--- src/eth_pkg.sv ---
`default_nettype none

package eth_pkg;

    // ####################
    // Width types.
    typedef logic [7:0]  byte_t;
    typedef logic [11:0] ram_addr_t;   // 4096 payload bytes.
    typedef logic [15:0] len_t;
    typedef logic [10:0] buf_addr_t;

    // ####################
    // Bus and beat structs.
    typedef struct packed {
        logic      cyc;
        logic      stb;
        ram_addr_t adr;
    } wb_req_t;

    typedef struct packed {
        logic  ack;
        byte_t dat;
    } wb_rsp_t;

    typedef struct packed {
        logic  valid;
        logic  calc;     // Byte covered by the CRC.
        logic  last;     // Final byte before the FCS.
        byte_t data;
    } frame_beat_t;

    // ####################
    // Frame constants.
    localparam len_t        PKT_MAX_LEN  = 16'd1400;
    localparam len_t        MIN_PAYLOAD  = 16'd18;   // Ethernet payload reaches 46.
    localparam logic [47:0] SRC_MAC      = 48'h00_0A_35_01_FE_C0;
    localparam logic [47:0] DST_MAC      = 48'h00_0A_35_01_FE_D2;
    localparam logic [31:0] SRC_IP       = 32'hC0_A8_16_C8;
    localparam logic [31:0] DST_IP       = 32'hC0_A8_16_64;
    localparam logic [15:0] UDP_SRC_PORT = 16'h1F90;
    localparam logic [15:0] UDP_DST_PORT = 16'h1F90;
    localparam byte_t       IP_TTL       = 8'h80;
    localparam int          IFG_CYCLES   = 12;

endpackage

`default_nettype wire

--- src/tx_segmenter.sv ---
`timescale 1ns/100ps
`default_nettype none

module tx_segmenter (
    input  wire                     gmii_tx_clk,
    input  wire                     rst,
    input  wire                     send_i,
    input  wire eth_pkg::len_t      tx_len_i,
    input  wire eth_pkg::ram_addr_t tx_addr_i,
    output logic                    done_o,
    output eth_pkg::wb_req_t        wb_req_o,
    input  wire eth_pkg::wb_rsp_t   wb_rsp_i,
    output logic                    pkt_req_o,
    output eth_pkg::len_t           pkt_len_o,
    output logic                    wr_en_o,
    output eth_pkg::byte_t          wr_data_o,
    input  wire                     pkt_end_i
);
    import eth_pkg::*;

    typedef enum logic [2:0] {
        WAIT,
        DOOR,
        MAKE,
        FETCH,
        REST,
        DONE
    } seg_state_t;

    seg_state_t state;
    len_t       remain;      // Bytes not yet assigned to a packet.
    len_t       fetch_cnt;
    ram_addr_t  rd_addr;

    // Wishbone master. stb is low in the ack cycle.
    always_comb begin
        wb_req_o.cyc = (state == FETCH);
        wb_req_o.stb = (state == FETCH) && !wb_rsp_i.ack;
        wb_req_o.adr = rd_addr;
    end

    assign done_o = (state == DONE);

    // ####################
    // Transfer FSM.
    always_ff @(posedge gmii_tx_clk or posedge rst) begin
        if (rst) begin
            state     <= WAIT;
            remain    <= '0;
            fetch_cnt <= '0;
            rd_addr   <= '0;
            pkt_req_o <= 1'b0;
            pkt_len_o <= '0;
            wr_en_o   <= 1'b0;
        end else begin
            pkt_req_o <= 1'b0;
            wr_en_o   <= 1'b0;
            case (state)
                WAIT: begin
                    if (send_i) begin
                        remain  <= tx_len_i;
                        rd_addr <= tx_addr_i;
                        state   <= DOOR;
                    end
                end
                DOOR: begin
                    state <= (remain == '0) ? DONE : MAKE;
                end
                MAKE: begin
                    if (remain > PKT_MAX_LEN) begin
                        pkt_len_o <= PKT_MAX_LEN;
                        remain    <= remain - PKT_MAX_LEN;
                    end else begin
                        pkt_len_o <= remain;   // Last packet.
                        remain    <= '0;
                    end
                    pkt_req_o <= 1'b1;
                    fetch_cnt <= '0;
                    state     <= FETCH;
                end
                FETCH: begin
                    if (wb_rsp_i.ack) begin
                        wr_en_o   <= 1'b1;
                        rd_addr   <= rd_addr + 1'b1;
                        fetch_cnt <= fetch_cnt + 1'b1;
                        if (fetch_cnt == pkt_len_o - 1'b1) begin
                            state <= REST;
                        end
                    end
                end
                REST: begin
                    if (pkt_end_i) begin
                        state <= DOOR;
                    end
                end
                DONE: begin
                    if (!send_i) begin
                        state <= WAIT;
                    end
                end
                default: state <= WAIT;
            endcase
        end
    end

    always_ff @(posedge gmii_tx_clk) begin
        if (wb_rsp_i.ack) begin
            wr_data_o <= wb_rsp_i.dat;
        end
    end

endmodule

`default_nettype wire

--- config.mk ---
export PLATFORM = sky130hd
export DESIGN_NAME = tx_segmenter
export DESIGN_NICKNAME = d
export VERILOG_FILES = /design/src/eth_pkg.sv /design/src/tx_segmenter.sv
export SDC_FILE = /design/constraint.sdc
export NUM_CORES = 1
export LEC_CHECK = 0
export BUFFER_PORTS_ARGS = -buffer_cell sky130_fd_sc_hd__buf_4
export CAP_MARGIN = 5
export CORE_UTILIZATION = 45
export CTS_CLUSTER_DIAMETER = 150
export DETAILED_ROUTE_END_ITERATION = 10
export GPL_TIMING_DRIVEN = 0
export HOLD_SLACK_MARGIN = 0.02
export PLACE_DENSITY = 0.68
export SLEW_MARGIN = 0
export SYNTH_ARGS = -nofsm -noshare
export SYNTH_HDL_FRONTEND = slang
export SYNTH_SLANG_ARGS = --single-unit
export TNS_END_PERCENT = 20
--- constraint.sdc ---
create_clock -name gmii_tx_clk -period 3.1 [get_ports gmii_tx_clk]
set_input_delay 0.62 -clock gmii_tx_clk [delete_from_list [all_inputs] [get_ports gmii_tx_clk]]
set_output_delay 0.62 -clock gmii_tx_clk [all_outputs]
set_load 0.1 [all_outputs]
==> reports/qor.yml <==
pwr:
  leakage_nw: 2.12
  power_density_nw_per_um2: 542
  peakVddDrop_mv: 0.476
synth:
  synth_top_area_cell: "dfrtp_1"
  synthFlopType: "dfrtp_1"
  syn-cell-area_sq_um: 3970
  synth_cell_types: 55
  synth_async_sr_flop_share: 0.890
  synth_edf_count: 8
  ys_ff_latch: 73
  postSynthAreaPerCell_sq_um: 9.31
  syn_inst: 427
  syn-num-nets: 472
  synth-seq-area-share: 0.470
  yosysWarnings: 0
  synth.area.top_cells: "dfrtp_1 (41%), edfxtp_1 (6.0%), xor2_1 (5.1%)"
  synth_top_area_share: 0.409
routing:
  drt-initial-drc-count: 168
  wl_per_cell_microns: 16.2
  wl_mm: 10.2
  drtPass1Iterations: 4
  detail-route-antenna-nets: 0
  vias: 3596
  drc: 0
  vias_per_cell: 5.72
placed_design:
  dp_slack_ns: 0.351
  hpwl_mm: 7.31
  finalWeightedCongestion: 0.876
  port_buffers: 81
critical_path:
  worstRegToRegCells: 6
  crit_type: "reg -> out"
  cp-end-kind: "output port"
  cp-start-kind: "flop"
  cp.arrival_ns: 2.25
  cp.required_ns: 2.48
  worst-path-max-fanout: 10
floorplan:
  die_y_microns: 96.0
  die_area_sq_um: 9210
  dieWidth_microns: 96.0
  num_io_pins: 82
  initial_core_util: 0.474
  coreArea_sq_um: 8380
  fp-row-count: 33
timing:
  fin_crit_sh: 0.927
  max_slew_margin: 0.418
  rsz0062_at_grt: "no"
  fin_setup_tns_ns: 0
  clock_skew_ns: 0.0167
  fin_ws_ns: 0.227
  min_period_ns: 2.87
  worst_pin_slew_ns: 0.867
  final_max_slew_viol_count: 0
  max_freq_ghz: 0.348
  setup_viol: 0
  hold_viol: 0
status:
  status: "finished clean"
cells_and_area:
  layout-drive-gt1-share: 0.206
  areaGrowthSynthToFinish_pct: 23.6
  final_cell_mix: "buf_4 (82), dfrtp_1 (65), nor2_1 (46), nand2_1 (40), o21ai_0 (29)"
  finalCoreUtilization: 0.586
  layout_commonest_cell: "buf_4"
  nets: 564
  num_antenna_cells: 0
job:
  drv_cap: 0
cts:
  cts-root-buf: "clkbuf_8"
  cts_sinks: 73
  clkLatencyLatePin_ns: 0.36
  cts_resized: 0
  cts_buffers: 9
  ctsLongestPathBuffers: 2
  htree_levels: 3
  ctsHoldBuffers: 0
  cts_tree: "done"
  clk_pin_slew_ns: 0.09
global_route:
  grt_pass1_vias: 3545
  grt.total_usage: 0.244
  grt_max_degree: 66
  grt-ovfl-total: 0
  grt_pass1_wl_mm: 17.2
  grt_antenna_before_repair: 0
hold_path:
  hp-class: "in -> async"
[worst paths after layout]
path,slack [ns],endpoint,from
max in group asynchronous,2.12,remain[13],rst
hold / removal,0.42,wr_en_o,rst
setup / recovery,0.23,wb_req_o[13],state[0]
hold reg to reg,0.55,rd_addr[11],rd_addr[11]
min in group gmii_tx_clk,0.44,wr_data_o[4],wb_rsp_i[4]
setup reg to reg,0.36,state[1],pkt_len_o[2]
[critical path, cell delays in order, from the launching register on]
cell	delay [ns]
dfrtp_1	0.46
clkbuf_1	0.32
nand3b_1	0.19
clkinv_1	0.18
clkbuf_1	0.36
buf_4	0.37
[logic make-up (layout without fill, tap and decap cells)]
logic type               after synthesis  count (layout)  share of synthesized area
AO/OA/AOI/OAI                         98              98                      0.162
XOR/XNOR                              34              34                     0.0749
adder cells (fa/ha/maj)                4               4                     0.0126
buffers and inverters                 28             125                     0.0264
flip-flops                            73              73                      0.470
multiplexers                           4               4                     0.0104
AND/OR/NAND/NOR                      186             186                      0.243
[metrics by stage]
step | std cells | area, sq um | power (mW) | hold slack (ns)
after global routing | 629 | 4910 | 2.79 | 0.433
after detailed placement | 613 | 4720 | 1.93 | 0.519
after floorplan | 427 | 3970 | 1.73 | 0.489
after global placement | 613 | 4710 | 1.92 | 0.508
final | 629 | 4910 | 2.66 | 0.422
after CTS | 629 | 4910 | 2.68 | 0.435
[power breakdown]
group / switching [mW] / internal, mW / total, mW
Combinational: 0.531 / 0.206 / 0.737
Clock: 0.380 / 0.370 / 0.750
Sequential: 0.118 / 1.06 / 1.17
Total: 1.03 / 1.63 / 2.66
[synthesized netlist by cell type (2+ instances only)]
master,number
mux2i_1,3
a21oi_1,18
ha_1,4
nor4_1,3
clkbuf_1,16
o211ai_1,2
and4_1,4
o21a_1,2
a31oi_1,7
a22oi_1,4
o41ai_1,2
or3b_2,2
or2_2,3
nand3_1,21
nor2_1,46
o21ai_0,29
edfxtp_1,8
nand4_1,6
a22o_1,3
or3_1,3
a221o_1,8
o2111ai_1,2
and3_1,12
nand4b_1,4
and2_1,6
buf_1,4
nand3b_1,3
nor3_1,16
xnor2_1,11
nand2_1,40
o22ai_1,10
nor4b_1,2
inv_1,7
xor2_1,23
dfrtp_1,65
nor3b_1,5
or4_1,2
nand2b_1,4
[per-layer routing]
| metal | share of wire | routed length (microns) | track usage | vias to the layer above |
|---|---|---|---|---|
| met1 | 0.46 | 4720 | 0.337 | 1729 |
| met4 | 0.016 | 159 | 0.0920 | 0 |
| li1 | - | - | - | 1743 |
| met2 | 0.47 | 4810 | 0.392 | 111 |
| met5 | 0 | 0 | 0 | - |
| met3 | 0.052 | 530 | 0.0324 | 13 |
[repair_timing]
item	CTS	global route
hold endpoints to repair	0	0
setup buffers	1	0
endpoints found under the setup margin	1	0
[registers in the layout, indices dropped and copies added (netlist names)]
name	flops
fetch_cnt	16
pkt_len_o	16
pkt_req_o	1
rd_addr	12
remain	16
state	3
wr_data_o	8
wr_en_o	1
[final cells by class]
class / count / area [sq um]
fill: 788 / 3470
multi-input combinational: 326 / 2000
sequential: 73 / 1870
timing repair buffer: 82 / 616
tap: 105 / 131
clock buffer: 9 / 124
buffer: 19 / 71.3
clock inverter: 7 / 68.8
inverter: 8 / 32.5
Note: power is estimated with default switching activity, not from simulation.
