--- src/eth_pkg.sv ---
`default_nettype none

package eth_pkg;

    // ####################
    // Width types.
    typedef logic [7:0]  byte_t;
    typedef logic [11:0] ram_addr_t;   // 4096 payload bytes.
    typedef logic [15:0] len_t;
    typedef logic [10:0] buf_addr_t;

    // ####################
    // Bus and beat structs.
    typedef struct packed {
        logic      cyc;
        logic      stb;
        ram_addr_t adr;
    } wb_req_t;

    typedef struct packed {
        logic  ack;
        byte_t dat;
    } wb_rsp_t;

    typedef struct packed {
        logic  valid;
        logic  calc;     // Byte covered by the CRC.
        logic  last;     // Final byte before the FCS.
        byte_t data;
    } frame_beat_t;

    // ####################
    // Frame constants.
    localparam len_t        PKT_MAX_LEN  = 16'd1400;
    localparam len_t        MIN_PAYLOAD  = 16'd18;   // Ethernet payload reaches 46.
    localparam logic [47:0] SRC_MAC      = 48'h00_0A_35_01_FE_C0;
    localparam logic [47:0] DST_MAC      = 48'h00_0A_35_01_FE_D2;
    localparam logic [31:0] SRC_IP       = 32'hC0_A8_16_C8;
    localparam logic [31:0] DST_IP       = 32'hC0_A8_16_64;
    localparam logic [15:0] UDP_SRC_PORT = 16'h1F90;
    localparam logic [15:0] UDP_DST_PORT = 16'h1F90;
    localparam byte_t       IP_TTL       = 8'h80;
    localparam int          IFG_CYCLES   = 12;

endpackage

`default_nettype wire

--- src/gmii_fcs_tx.sv ---
`timescale 1ns/100ps
`default_nettype none

module gmii_fcs_tx (
    input  wire                       gmii_tx_clk,
    input  wire                       rst,
    input  wire eth_pkg::frame_beat_t beat_i,
    output logic                      gmii_tx_en_o,
    output eth_pkg::byte_t            gmii_txd_o
);
    import eth_pkg::*;

    logic [31:0] crc;
    logic [1:0]  fcs_cnt;
    logic        fcs_active;

    // Reflected CRC-32, one byte per step.
    function automatic logic [31:0] crc32_step(input logic [31:0] c_in, input byte_t d);
        logic [31:0] c;
        c = c_in ^ {24'h000000, d};
        for (int i = 0; i < 8; i++) begin
            c = c[0] ? ((c >> 1) ^ 32'hEDB8_8320) : (c >> 1);
        end
        return c;
    endfunction

    always_ff @(posedge gmii_tx_clk or posedge rst) begin
        if (rst) begin
            crc          <= '1;
            fcs_cnt      <= '0;
            fcs_active   <= 1'b0;
            gmii_tx_en_o <= 1'b0;
            gmii_txd_o   <= '0;
        end else if (beat_i.valid) begin
            gmii_tx_en_o <= 1'b1;
            gmii_txd_o   <= beat_i.data;
            crc          <= beat_i.calc ? crc32_step(crc, beat_i.data) : '1;   // Preamble reseeds.
            fcs_active   <= beat_i.last;
            fcs_cnt      <= '0;
        end else if (fcs_active) begin
            // FCS, least significant byte first.
            gmii_tx_en_o <= 1'b1;
            gmii_txd_o   <= ~crc[7:0];
            crc          <= {8'hFF, crc[31:8]};
            fcs_cnt      <= fcs_cnt + 1'b1;
            fcs_active   <= (fcs_cnt != 2'd3);
        end else begin
            gmii_tx_en_o <= 1'b0;
            gmii_txd_o   <= '0;
        end
    end

endmodule

`default_nettype wire

--- config.mk ---
export PLATFORM = sky130hd
export DESIGN_NAME = gmii_fcs_tx
export DESIGN_NICKNAME = d
export VERILOG_FILES = /design/src/eth_pkg.sv /design/src/gmii_fcs_tx.sv
export SDC_FILE = /design/constraint.sdc
export NUM_CORES = 1
export LEC_CHECK = 0
export BUFFER_PORTS_ARGS = -buffer_cell sky130_fd_sc_hd__buf_2
export CORE_ASPECT_RATIO = 0.5
export CORE_MARGIN = 4
export CORE_UTILIZATION = 40
export CTS_CLUSTER_DIAMETER = 60
export DETAILED_ROUTE_END_ITERATION = 16
export GPL_TIMING_DRIVEN = 0
export PLACE_DENSITY = 0.59
export SYNTH_ARGS = -nofsm -noshare
export SYNTH_HDL_FRONTEND = slang
export SYNTH_SLANG_ARGS = --single-unit
--- constraint.sdc ---
create_clock -name gmii_tx_clk -period 1.8 [get_ports gmii_tx_clk]
set_input_delay 0.18 -clock gmii_tx_clk [delete_from_list [all_inputs] [get_ports gmii_tx_clk]]
set_output_delay 0.18 -clock gmii_tx_clk [all_outputs]
set_load 0.02 [all_outputs]
==> metrics.md, run 1 <==
| Metric | Value |
|---|---|
| Seq/Total Area, Yosys | `42.4%` |
| Routed via count | `2,028` |
| R2r worst-path depth | `5` |
| TritonCTS clock tree | `built` |
| Final worst slack | `-0.0396 ns` |
| Wire length per cell | `18.8 microns` |
| Final Skew | `0.00401 ns` |
| Dpl cells | `357` |
| Area of placed instances | `2950 sq um` |
| WS Path Type | `reg2reg` |
| DRC violations left | `0` |
| Die ar. | `8180 sq um` |
| Final Hold Viols | `0` |
| Total GRT Usage | `19.4%` |
| Final Non-Filler Cells | `389` |
| Initial DRC Count | `106` |
| Sw Share | `38.2%` |
| Worst r2r src | `crc[3]$_DFFE_PP1P_` |
| R2R setup slack | `-0.04 ns` |
| Diode count | `0` |
| Die H | `66 microns` |
| Slowest CP cell | `dfstp_2` |
| Count of maximum capacitance violations | `0` |
| Status | `complete, but fails checks` |
| Post-synth top flop | `dfstp_2` |
| Avg Cell Area, Syn | `10.9 sq um` |
| Vias in the first global route | `2,107` |
| Met1 usage | `28.5%` |
| Static leakage | `1.40 nW` |
| Required @ worst endpoint | `2.02 ns` |
| Number of flops mapped to enable cells by yosys | `0` |
| RSZ-0062 raised after global routing | `true` |
| Crit path launch | `crc[3]$_DFFE_PP1P_` |
| Period utilization | `102%` |
| Met2 Use GR | `28.9%` |
| Post-synth top area share | `31.2%` |
| Largest area contributor in the netlist | `dfstp_2` |
| Via density | `5.21` |
| Clk_lat worst skew | `0.29 ns` |
| Final count of pins violating max slew | `0` |
| Clk buf depth | `2` |
| Router iterations before antenna repair | `4` |
| Share of the core filled with cells | `56.1%` |
| CP peak stage delay | `0.59 ns` |
| Hold EP | `fcs_active$_DFF_PP0_` |
| Core ar. | `6280 sq um` |
| Worst Hold Launch | `beat_i[8]` |
| Final RePlAce weighted congestion | `0.822` |
| Part of the power in registers | `23.1%` |
| Global-route wire length before repair | `11,700 microns` |
| Met3 usage | `4.36%` |
| Most frequent cell after synthesis | `xnor2_1` |
| Antenna-violating nets left | `0` |
| PortBufs | `20` |
| Final Instance Area | `3520 sq um` |
| P_sw | `3.12 mW` |
| End of the worst register-to-register path | `crc[26]$_DFFE_PP1P_` |
| Hold path cells | `3` |
| Mapped Nets | `262` |
| Worst-path clk slew | `0.06 ns` |
| Layout cells sized above 1 | `37.9%` |
| Slew @ Worst Pin | `0.683 ns` |
| Synth area leaders | `dfstp_2, xnor2_1, dfrtp_1, xor2_1, xnor2_2` |
| Worst setup EP type | `register` |
| Sink Count | `44` |
| Crit-path max FO | `3` |
| CP Cell Sequence | `xnor2_4, xnor2_4, xnor3_2, xnor2_1, a21oi_1` |
| Post-layout min period | `1.84 ns` |
| Largest net degree at the start of global routing | `25` |
| Synth Instances | `248` |
| Routed wire length | `7310 microns` |
| Failing checks | `negative setup slack` |
| Inserted Clock Buffers | `5` |
| Die Wd | `124 microns` |
| HPWL after detailed placement | `4760 microns` |
| Clock Power Share | `11.5%` |
| GR peak layer | `met2` |
| H-tree levels | `2` |
| Worst setup SP type | `register` |
| Final setup violation count | `3` |
| Synth async-reset ratio | `100%` |
| Synthesis-to-layout area growth | `31.0%` |
| Comb power frac | `65.4%` |
| Internal power | `5.05 mW` |
| Initial antenna violation count | `0` |
| Nets | `314` |
| Achievable Freq | `0.544 GHz` |
| PwrDens | `2320 nW/um^2` |
| Root buf cell | `clkbuf_16` |
| Most used cell, CP | `xnor2_4` |
| Peak VDD IR | `0.000862 V` |
| Synth top cells by count | `xnor2_1, dfstp_2, a21oi_1, nor2_1, xor2_1` |
| Filler Cell Count | `527` |
| Top Ports | `22` |
| Max transition margin | `54.5%` |
| GR Overflow Total | `0` |
| Critical path arrival | `2.06 ns` |
| Synthesized area | `2690 sq um` |
| Cell variety after synth | `29` |
| Crit path buf inv count | `0` |
| Synth Register Bits | `44` |
| Min-delay worst type | `in2reg` |
| Ys Warns | `0` |
| Kind of cell adding the most delay to the critical path | `XOR/XNOR gates` |
| Starting Density | `42.8%` |
| FP Rows | `20` |
[layout make-up]
class | count | area (sq um) | area share, %
Sequential cell | 44 | 1140 | 32.4
Clock buffer | 8 | 146 | 4.15
Tap cell | 88 | 110 | 3.12
Timing Repair Buffer | 45 | 377 | 10.7
Multi-Input combinational cell | 188 | 1690 | 47.8
Buffer | 13 | 53.8 | 1.53
Inverter | 3 | 11.3 | 0.319
[worst min-delay path, cell delays in order]
cell,delay (ns)
buf_2,0.07
nand2_1,0.04
o21ai_0,0.06
[sequential cells by signal, indices dropped and copies added (netlist names)]
signal,flops
crc,32
fcs_active,1
fcs_cnt,2
gmii_tx_en_o,1
gmii_txd_o,8
[layout by cell type (no fill, tap or decap), types with 2 or more instances in the layout]
master	netlist	layout
nor2b_1	12	12
inv_2	1	2
xnor2_4	1	10
buf_6	0	3
a22o_1	8	8
xor2_4	1	4
o21ai_0	8	6
buf_12	0	6
dfrtp_1	12	12
xnor3_2	1	2
a211oi_1	13	13
dfstp_2	32	32
buf_2	0	21
xnor3_1	3	2
clkbuf_1	9	10
nand2_1	11	10
clkbuf_2	0	3
a21oi_1	25	24
xor2_1	18	15
xnor2_1	37	34
clkbuf_16	0	5
buf_4	0	15
o22a_1	7	7
nor2_1	24	23
xnor2_2	8	2
o21ai_1	0	2
mux2_2	3	3
xor2_2	2	2
[through the flow]
step | power, mW | hold slack, ns | worst slack (ns) | TNS, ns
after floorplan | 5.16 | 0.301 | 0.000799 | 0
after global placement | 5.80 | 0.388 | -0.227 | -2.65
after detailed placement | 5.87 | 0.219 | -0.201 | -2.63
after CTS | 7.43 | 0.103 | -0.0253 | -0.0253
after global routing | 8.69 | 0.133 | -0.111 | -0.516
final | 8.17 | 0.105 | -0.0396 | -0.0603
[cell families (layout without fill, tap and decap cells)]
family | count (synthesis) | count (layout) | synth area share (%)
muxes | 4 | 4 | 1.63
adders and majority gates | 1 | 1 | 0.465
and+or+nand+nor | 49 | 49 | 8.14
xor gates and xnor gates | 72 | 72 | 30.3
AOI/OAI and AO/OA | 62 | 62 | 14.9
DFF | 44 | 44 | 42.4
buffers and inverters | 16 | 69 | 2.23
[layer usage]
metal / vias to the layer above / share of wire (%) / wire, microns
li1: 945 / - / -
met1: 1029 / 48 / 3550
met2: 46 / 45 / 3290
met3: 8 / 5.4 / 392
met4: 0 / 1.2 / 85
met5: - / 0 / 0
[worst max path at each step]
stage / endpoint / slack (ns) / depth (start not counted)
final: crc[26]$_DFFE_PP1P_ / -0.04 / 5
after global placement: crc[26]$_DFFE_PP1P_ / -0.23 / 5
after CTS: crc[26]$_DFFE_PP1P_ / -0.03 / 5
after floorplan: crc[26]$_DFFE_PP1P_ / 0.0008 / 5
after global routing: crc[26]$_DFFE_PP1P_ / -0.11 / 6
after detailed placement: crc[26]$_DFFE_PP1P_ / -0.20 / 5
[power by group through the flow]
stage                     sequential, mW  clock (mW)  combinational (mW)
after floorplan                     1.82           0                3.34
after global placement              1.85           0                3.95
after detailed placement            1.87           0                4.00
after CTS                           1.87       0.959                4.60
after global routing                1.94        1.01                5.74
final                               1.89       0.937                5.35
[repair_timing]
item,4_1_cts,5_1_grt
pin swaps,8,10
hold buffers,1,0
setup endpoints to repair,20,28
hold endpoints to repair,5,0
setup buffers,12,11
resized for setup,12,18
No activity file was read; power rests on OpenSTA's default activity.
==> run 2: changes to the inputs <==
--- a/config.mk
+++ b/config.mk
@@ -13,6 +13,7 @@
 export DETAILED_ROUTE_END_ITERATION = 16
 export GPL_TIMING_DRIVEN = 0
 export PLACE_DENSITY = 0.59
+export SETUP_SLACK_MARGIN = 0.1
 export SYNTH_ARGS = -nofsm -noshare
 export SYNTH_HDL_FRONTEND = slang
 export SYNTH_SLANG_ARGS = --single-unit
==> metrics.md, run 2 (synthesis gave the netlist of run 1 again) <==
| Metric | Value |
|---|---|
| Sw Share | `36.7% (was 38.2%)` |
| Slew @ Worst Pin | `0.616 ns (was 0.683 ns)` |
| Routed via count | `2,059 (was 2,028)` |
| WS Path Type | `reg2reg (unchanged)` |
| Wire length per cell | `18.3 microns (was 18.8 microns)` |
| CP peak stage delay | `0.58 ns (was 0.59 ns)` |
| Part of the power in registers | `19.9% (was 23.1%)` |
| Slowest CP cell | `dfstp_2 (unchanged)` |
| Period utilization | `101% (was 102%)` |
| Max reg flops | `32 (unchanged)` |
| Top Registers | `crc: 32 flops, gmii_txd_o: 8 flops, fcs_cnt: 2 flops (unchanged)` |
| Largest net degree at the start of global routing | `24 (was 25)` |
| Initial antenna violation count | `0 (unchanged)` |
| Initial DRC Count | `136 (was 106)` |
| Sink Count | `44 (unchanged)` |
| Clk buf depth | `2 (unchanged)` |
| Static leakage | `1.59 nW (was 1.40 nW)` |
| Vias in the first global route | `2,043 (was 2,107)` |
| Max transition margin | `58.9% (was 54.5%)` |
| Min-delay worst type | `in2reg (unchanged)` |
| Antenna-violating nets left | `0 (unchanged)` |
| Status | `complete, but fails checks (unchanged)` |
| Routed wire length | `7470 microns (was 7310 microns)` |
| Worst-path clk slew | `0.06 ns (about the same)` |
| Share of the core filled with cells | `61.6% (was 56.1%)` |
| Worst setup SP type | `register (unchanged)` |
| Worst setup EP type | `register (unchanged)` |
| PwrDens | `2470 nW/um^2 (was 2320 nW/um^2)` |
| Nets | `332 (was 314)` |
| FP Rows | `20 (unchanged)` |
| Comb power frac | `69.1% (was 65.4%)` |
| Final worst slack | `-0.0207 ns (was -0.0396 ns)` |
| Layout cells sized above 1 | `46.1% (was 37.9%)` |
| Clk_lat worst skew | `0.29 ns (about the same)` |
| CP Cell Sequence | `xor2_4, buf_12, xnor2_4, xnor3_2, xnor2_2, a21oi_1 (was xnor2_4, xnor2_4, xnor3_2, xnor2_1, a21oi_1)` |
| Inserted Clock Buffers | `5 (unchanged)` |
| TritonCTS clock tree | `built (unchanged)` |
| Final Hold Viols | `0 (unchanged)` |
| Die ar. | `8180 sq um (unchanged)` |
| GR Overflow Total | `0 (unchanged)` |
| Peak VDD IR | `0.000788 V (was 0.000862 V)` |
| Final RePlAce weighted congestion | `0.855 (was 0.822)` |
| Dpl ws | `-0.161 ns (was -0.201 ns)` |
| Achievable Freq | `0.549 GHz (was 0.544 GHz)` |
| Core ar. | `6280 sq um (unchanged)` |
| Top Ports | `22 (unchanged)` |
| Kind of cell adding the most delay to the critical path | `XOR/XNOR gates (unchanged)` |
| Clock Power Share | `11.0% (was 11.5%)` |
| Router iterations before antenna repair | `5 (was 4)` |
| PortBufs | `20 (unchanged)` |
| Root buf cell | `clkbuf_16 (unchanged)` |
| Global-route wire length before repair | `11,700 microns (about the same)` |
| H-tree levels | `2 (unchanged)` |
| RSZ-0062 raised after global routing | `true (unchanged)` |
| Most frequent cells in the layout | `dfstp_2, buf_4, a21oi_1, nor2_1, xnor2_1 (was xnor2_1, dfstp_2, a21oi_1, nor2_1, buf_2)` |
| Die Wd | `124 microns (unchanged)` |
| Die H | `66 microns (unchanged)` |
| Reg with most FFs | `crc (unchanged)` |
| Crit-path max FO | `4 (was 3)` |
| DRC violations left | `0 (unchanged)` |
| Critical path arrival | `2.04 ns (was 2.06 ns)` |
| Final hold slack | `0.0995 ns (was 0.105 ns)` |
| Starting Density | `42.8% (unchanged)` |
| Diode count | `0 (unchanged)` |
| Filler Cell Count | `478 (was 527)` |
| Post-layout min period | `1.82 ns (was 1.84 ns)` |
| Total GRT Usage | `19.5% (was 19.4%)` |
| Via density | `5.06 (was 5.21)` |
| P_sw | `3.50 mW (was 3.12 mW)` |
| Internal power | `6.03 mW (was 5.05 mW)` |
| Required @ worst endpoint | `2.02 ns (about the same)` |
| Final count of pins violating max slew | `0 (unchanged)` |
| Count of maximum capacitance violations | `0 (unchanged)` |
| Crit path buf inv count | `1 (was 0)` |
| Failing checks | `negative setup slack (unchanged)` |
| Commonest non-fill, non-tap cell in the layout | `dfstp_2 (was xnor2_1)` |
| HPWL after detailed placement | `4720 microns (was 4760 microns)` |
| Synthesis-to-layout area growth | `43.7% (was 31.0%)` |
| Final setup violation count | `3 (unchanged)` |
| Final Skew | `0.00379 ns (was 0.00401 ns)` |
[run 2: worst reg2reg max path: stages, from the launching register on]
cell     delay (ns)
dfstp_2        0.58
xor2_4         0.17
buf_12         0.14
xnor2_4        0.14
xnor3_2        0.43
xnor2_2        0.15
a21oi_1        0.14
[run 2: path summary, 6_finish.rpt]
kind	startpoint	to	slack (ns)	cells past startpoint
min in group asynchronous	rst	gmii_txd_o[4]$_DFF_PP0_	0.47	3
worst max register to register	crc[7]$_DFFE_PP1P_	crc[26]$_DFFE_PP1P_	-0.02	6
max in group asynchronous	rst	crc[30]$_DFFE_PP1P_	0.74	4
worst min register to register	crc[17]$_DFFE_PP1P_	crc[17]$_DFFE_PP1P_	0.48	2
worst min-delay path	beat_i[8]	fcs_active$_DFF_PP0_	0.1	3
worst max-delay path	crc[7]$_DFFE_PP1P_	crc[26]$_DFFE_PP1P_	-0.02	6
[run 2: timing repair]
item	CTS	global route
endpoints found under the hold margin	6	0
pin swaps	22	36
resized for setup	23	36
buffers inserted	21	21
hold buffers	1	0
setup endpoints to repair	42	31
[run 2: layout make-up]
cell class	instances	area [sq um]	area share (%)
Multi-Input combinational cell	188	1830	47.2
Sequential cell	44	1140	29.5
Timing Repair Buffer	63	558	14.4
Clock buffer	6	129	3.33
Tap cell	88	110	2.85
Buffer	13	56.3	1.46
Clock inverter	2	35.0	0.906
Inverter	3	11.3	0.291
[run 2: layer usage]
metal  part of all wire, %  wire length [microns]  track usage, %  vias to the layer above
li1                      -                      -               -                      974
met1                    46                   3430            27.5                     1021
met2                    45                   3360            28.9                       56
met3                   7.7                    574            6.07                        8
met4                   1.3                    100            5.32                        0
met5                     0                      0               0                        -
[run 2: power groups by stage]
stage | clock network, mW | logic [mW] | registers [mW]
finish | 1.05 | 6.59 | 1.90
global route | 1.10 | 7.03 | 1.95
CTS | 1.06 | 5.05 | 1.88
detailed placement | 0 | 4.03 | 1.87
global placement | 0 | 3.98 | 1.85
floorplan | 0 | 3.37 | 1.83
[run 2: per-stage QoR]
step,area (sq um),TNS (ns),power [mW],instances
2_1_floorplan,2740,0,5.20,248
3_3_place_gp,2950,-1.96,5.83,356
3_5_place_dp,2980,-1.84,5.90,357
4_1_cts,3490,-0.0119,7.98,387
5_1_grt,3870,-0.548,10.1,407
6_report,3870,-0.0418,9.53,407
==> run 3: changes to the inputs <==
--- a/config.mk
+++ b/config.mk
@@ -13,6 +13,7 @@
 export DETAILED_ROUTE_END_ITERATION = 16
 export GPL_TIMING_DRIVEN = 0
 export PLACE_DENSITY = 0.59
+export RECOVER_POWER = 100
 export SETUP_SLACK_MARGIN = 0.1
 export SYNTH_ARGS = -nofsm -noshare
 export SYNTH_HDL_FRONTEND = slang
==> metrics.md, run 3 (synthesis gave the netlist of run 1 again) <==
| Metric | Value |
|---|---|
| Status | `complete, but fails checks (unchanged)` |
| Failing checks | `negative setup slack (unchanged)` |
| DRC violations left | `0 (unchanged)` |
| Final Instance Area | `3830 sq um (was 3870 sq um)` |
| Peak VDD IR | `0.000786 V (was 0.000788 V)` |
| Clock Power Share | `11.0% (about the same)` |
| Total GRT Usage | `19.5% (unchanged)` |
| Die H | `66 microns (unchanged)` |
| Clk_lat worst skew | `0.29 ns (about the same)` |
| GR Overflow Total | `0 (unchanged)` |
| Static leakage | `1.55 nW (was 1.59 nW)` |
| Die Wd | `124 microns (unchanged)` |
| Die ar. | `8180 sq um (unchanged)` |
| Sw Share | `36.8% (was 36.7%)` |
| Diode count | `0 (unchanged)` |
| P_sw | `3.48 mW (was 3.50 mW)` |
| H-tree levels | `2 (unchanged)` |
| PortBufs | `20 (unchanged)` |
| Worst setup EP type | `register (unchanged)` |
| Max transition margin | `42.7% (was 58.9%)` |
| Top Ports | `22 (unchanged)` |
| Multi-input logic area | `1830 sq um (unchanged)` |
| Starting Density | `42.8% (unchanged)` |
| Worst setup SP type | `register (unchanged)` |
| Antenna-violating nets left | `0 (unchanged)` |
| Achievable Freq | `0.549 GHz (about the same)` |
| Post-layout min period | `1.82 ns (about the same)` |
| Final Non-Filler Cells | `407 (unchanged)` |
| Crit-path max FO | `4 (unchanged)` |
| WS Path Type | `reg2reg (unchanged)` |
| Initial DRC Count | `123 (was 136)` |
| Synthesis-to-layout area growth | `42.3% (was 43.7%)` |
| Count of maximum capacitance violations | `0 (unchanged)` |
| Overall power | `9.47 mW (was 9.53 mW)` |
| Final Hold Viols | `0 (unchanged)` |
| Largest net degree at the start of global routing | `24 (unchanged)` |
| Layout cells sized above 1 | `42.3% (was 46.1%)` |
| Critical path arrival | `2.04 ns (about the same)` |
| Nets | `332 (unchanged)` |
| Dpl ws | `-0.161 ns (unchanged)` |
| PwrDens | `2470 nW/um^2 (about the same)` |
| Reg with most FFs | `crc (unchanged)` |
| Area of placed instances | `2980 sq um (unchanged)` |
| Reg area | `1140 sq um (unchanged)` |
| Most frequent cells in the layout | `dfstp_2, a21oi_1, buf_4, nor2_1, xnor2_1 (was dfstp_2, buf_4, a21oi_1, nor2_1, xnor2_1)` |
| Routed wire length | `7490 microns (was 7470 microns)` |
| Required @ worst endpoint | `2.02 ns (about the same)` |
| Worst-path clk slew | `0.06 ns (about the same)` |
| Final count of pins violating max slew | `0 (unchanged)` |
| Clk buf depth | `2 (unchanged)` |
| Min-delay worst type | `in2reg (unchanged)` |
| Final RePlAce weighted congestion | `0.855 (unchanged)` |
| Core ar. | `6280 sq um (unchanged)` |
| Dpl cells | `357 (unchanged)` |
| Final Skew | `0.00373 ns (was 0.00379 ns)` |
| Setup TNS | `-0.0414 ns (was -0.0418 ns)` |
| Inserted Clock Buffers | `5 (unchanged)` |
| Via density | `5.02 (was 5.06)` |
| Commonest non-fill, non-tap cell in the layout | `dfstp_2 (unchanged)` |
| Slew @ Worst Pin | `0.858 ns (was 0.616 ns)` |
| TritonCTS clock tree | `built (unchanged)` |
| Top Registers | `crc: 32 flops, gmii_txd_o: 8 flops, fcs_cnt: 2 flops (unchanged)` |
| Vias in the first global route | `2,043 (unchanged)` |
| Final worst slack | `-0.0207 ns (about the same)` |
| Global-route wire length before repair | `11,700 microns (unchanged)` |
| Sink Count | `44 (unchanged)` |
| Root buf cell | `clkbuf_16 (unchanged)` |
| Filler Cell Count | `489 (was 478)` |
| Final setup violation count | `3 (unchanged)` |
| RSZ-0062 raised after global routing | `true (unchanged)` |
| Routed via count | `2,045 (was 2,059)` |
| Router iterations before antenna repair | `4 (was 5)` |
| Comb power frac | `68.9% (was 69.1%)` |
| Wire length per cell | `18.4 microns (was 18.3 microns)` |
| Initial antenna violation count | `0 (unchanged)` |
| HPWL after detailed placement | `4720 microns (unchanged)` |
| Internal power | `5.99 mW (was 6.03 mW)` |
| Max reg flops | `32 (unchanged)` |
| Part of the power in registers | `20.1% (was 19.9%)` |
| FP Rows | `20 (unchanged)` |
| Period utilization | `101% (about the same)` |
==> run 3: power by group through the flow <==
stage	clock network (mW)	registers [mW]	logic (mW)
6_report	1.04	1.90	6.53
3_5_place_dp	0	1.87	4.03
2_1_floorplan	0	1.83	3.37
3_3_place_gp	0	1.85	3.98
5_1_grt	1.10	1.95	6.97
4_1_cts	1.06	1.88	5.05
==> run 3: final cells by class <==
type	instances	share of cell area [%]
buffer	13	1.44
clock buffer	6	3.37
clock inverter	2	0.915
inverter	3	0.294
multi-input combinational	188	47.7
sequential	44	29.8
tap	88	2.88
timing repair buffer	63	13.6
==> run 3: routing by layer <==
layer / part of all wire, % / GRT usage [%] / wire length [microns] / vias to the layer above
met5: 0 / 0 / 0 / -
met1: 45 / 27.5 / 3340 / 996
met2: 45 / 28.9 / 3360 / 66
met3: 9.3 / 6.07 / 700 / 8
li1: - / - / - / 975
met4: 1.3 / 5.32 / 100 / 0
==> run 3: worst max-delay path, stage by stage, from the launching register on <==
cell and delay [ns]:
dfstp_2 0.58, xor2_4 0.17, buf_12 0.14, xnor2_4 0.14
xnor3_2 0.43, xnor2_2 0.15, a21oi_1 0.15
==> run 3: final timing paths <==
kind,start,endpoint,slack [ns],cells after the start
min in group asynchronous,rst,gmii_txd_o[4]$_DFF_PP0_,0.61,3
worst min-delay path,beat_i[8],fcs_active$_DFF_PP0_,0.10,3
max in group asynchronous,rst,crc[30]$_DFFE_PP1P_,0.23,4
worst max-delay path,crc[7]$_DFFE_PP1P_,crc[26]$_DFFE_PP1P_,-0.02,6
worst min register to register,crc[17]$_DFFE_PP1P_,crc[17]$_DFFE_PP1P_,0.48,2
worst max register to register,crc[7]$_DFFE_PP1P_,crc[26]$_DFFE_PP1P_,-0.02,6
==> run 3: per-stage QoR <==
step	hold slack, ns	utilization, %
floorplan	0.301	-
global placement	0.393	47.0
global route	0.133	61.0
detailed placement	0.243	47.5
CTS	0.104	55.6
finish	0.100	61.0
==> run 3: repair_timing <==
item | 4_1_cts | 5_1_grt
setup endpoints to repair | 42 | 31
pin swaps | 22 | 36
resized for setup | 23 | 36
endpoints found under the hold margin | 6 | 0
hold buffers | 1 | 0
setup buffers | 21 | 21
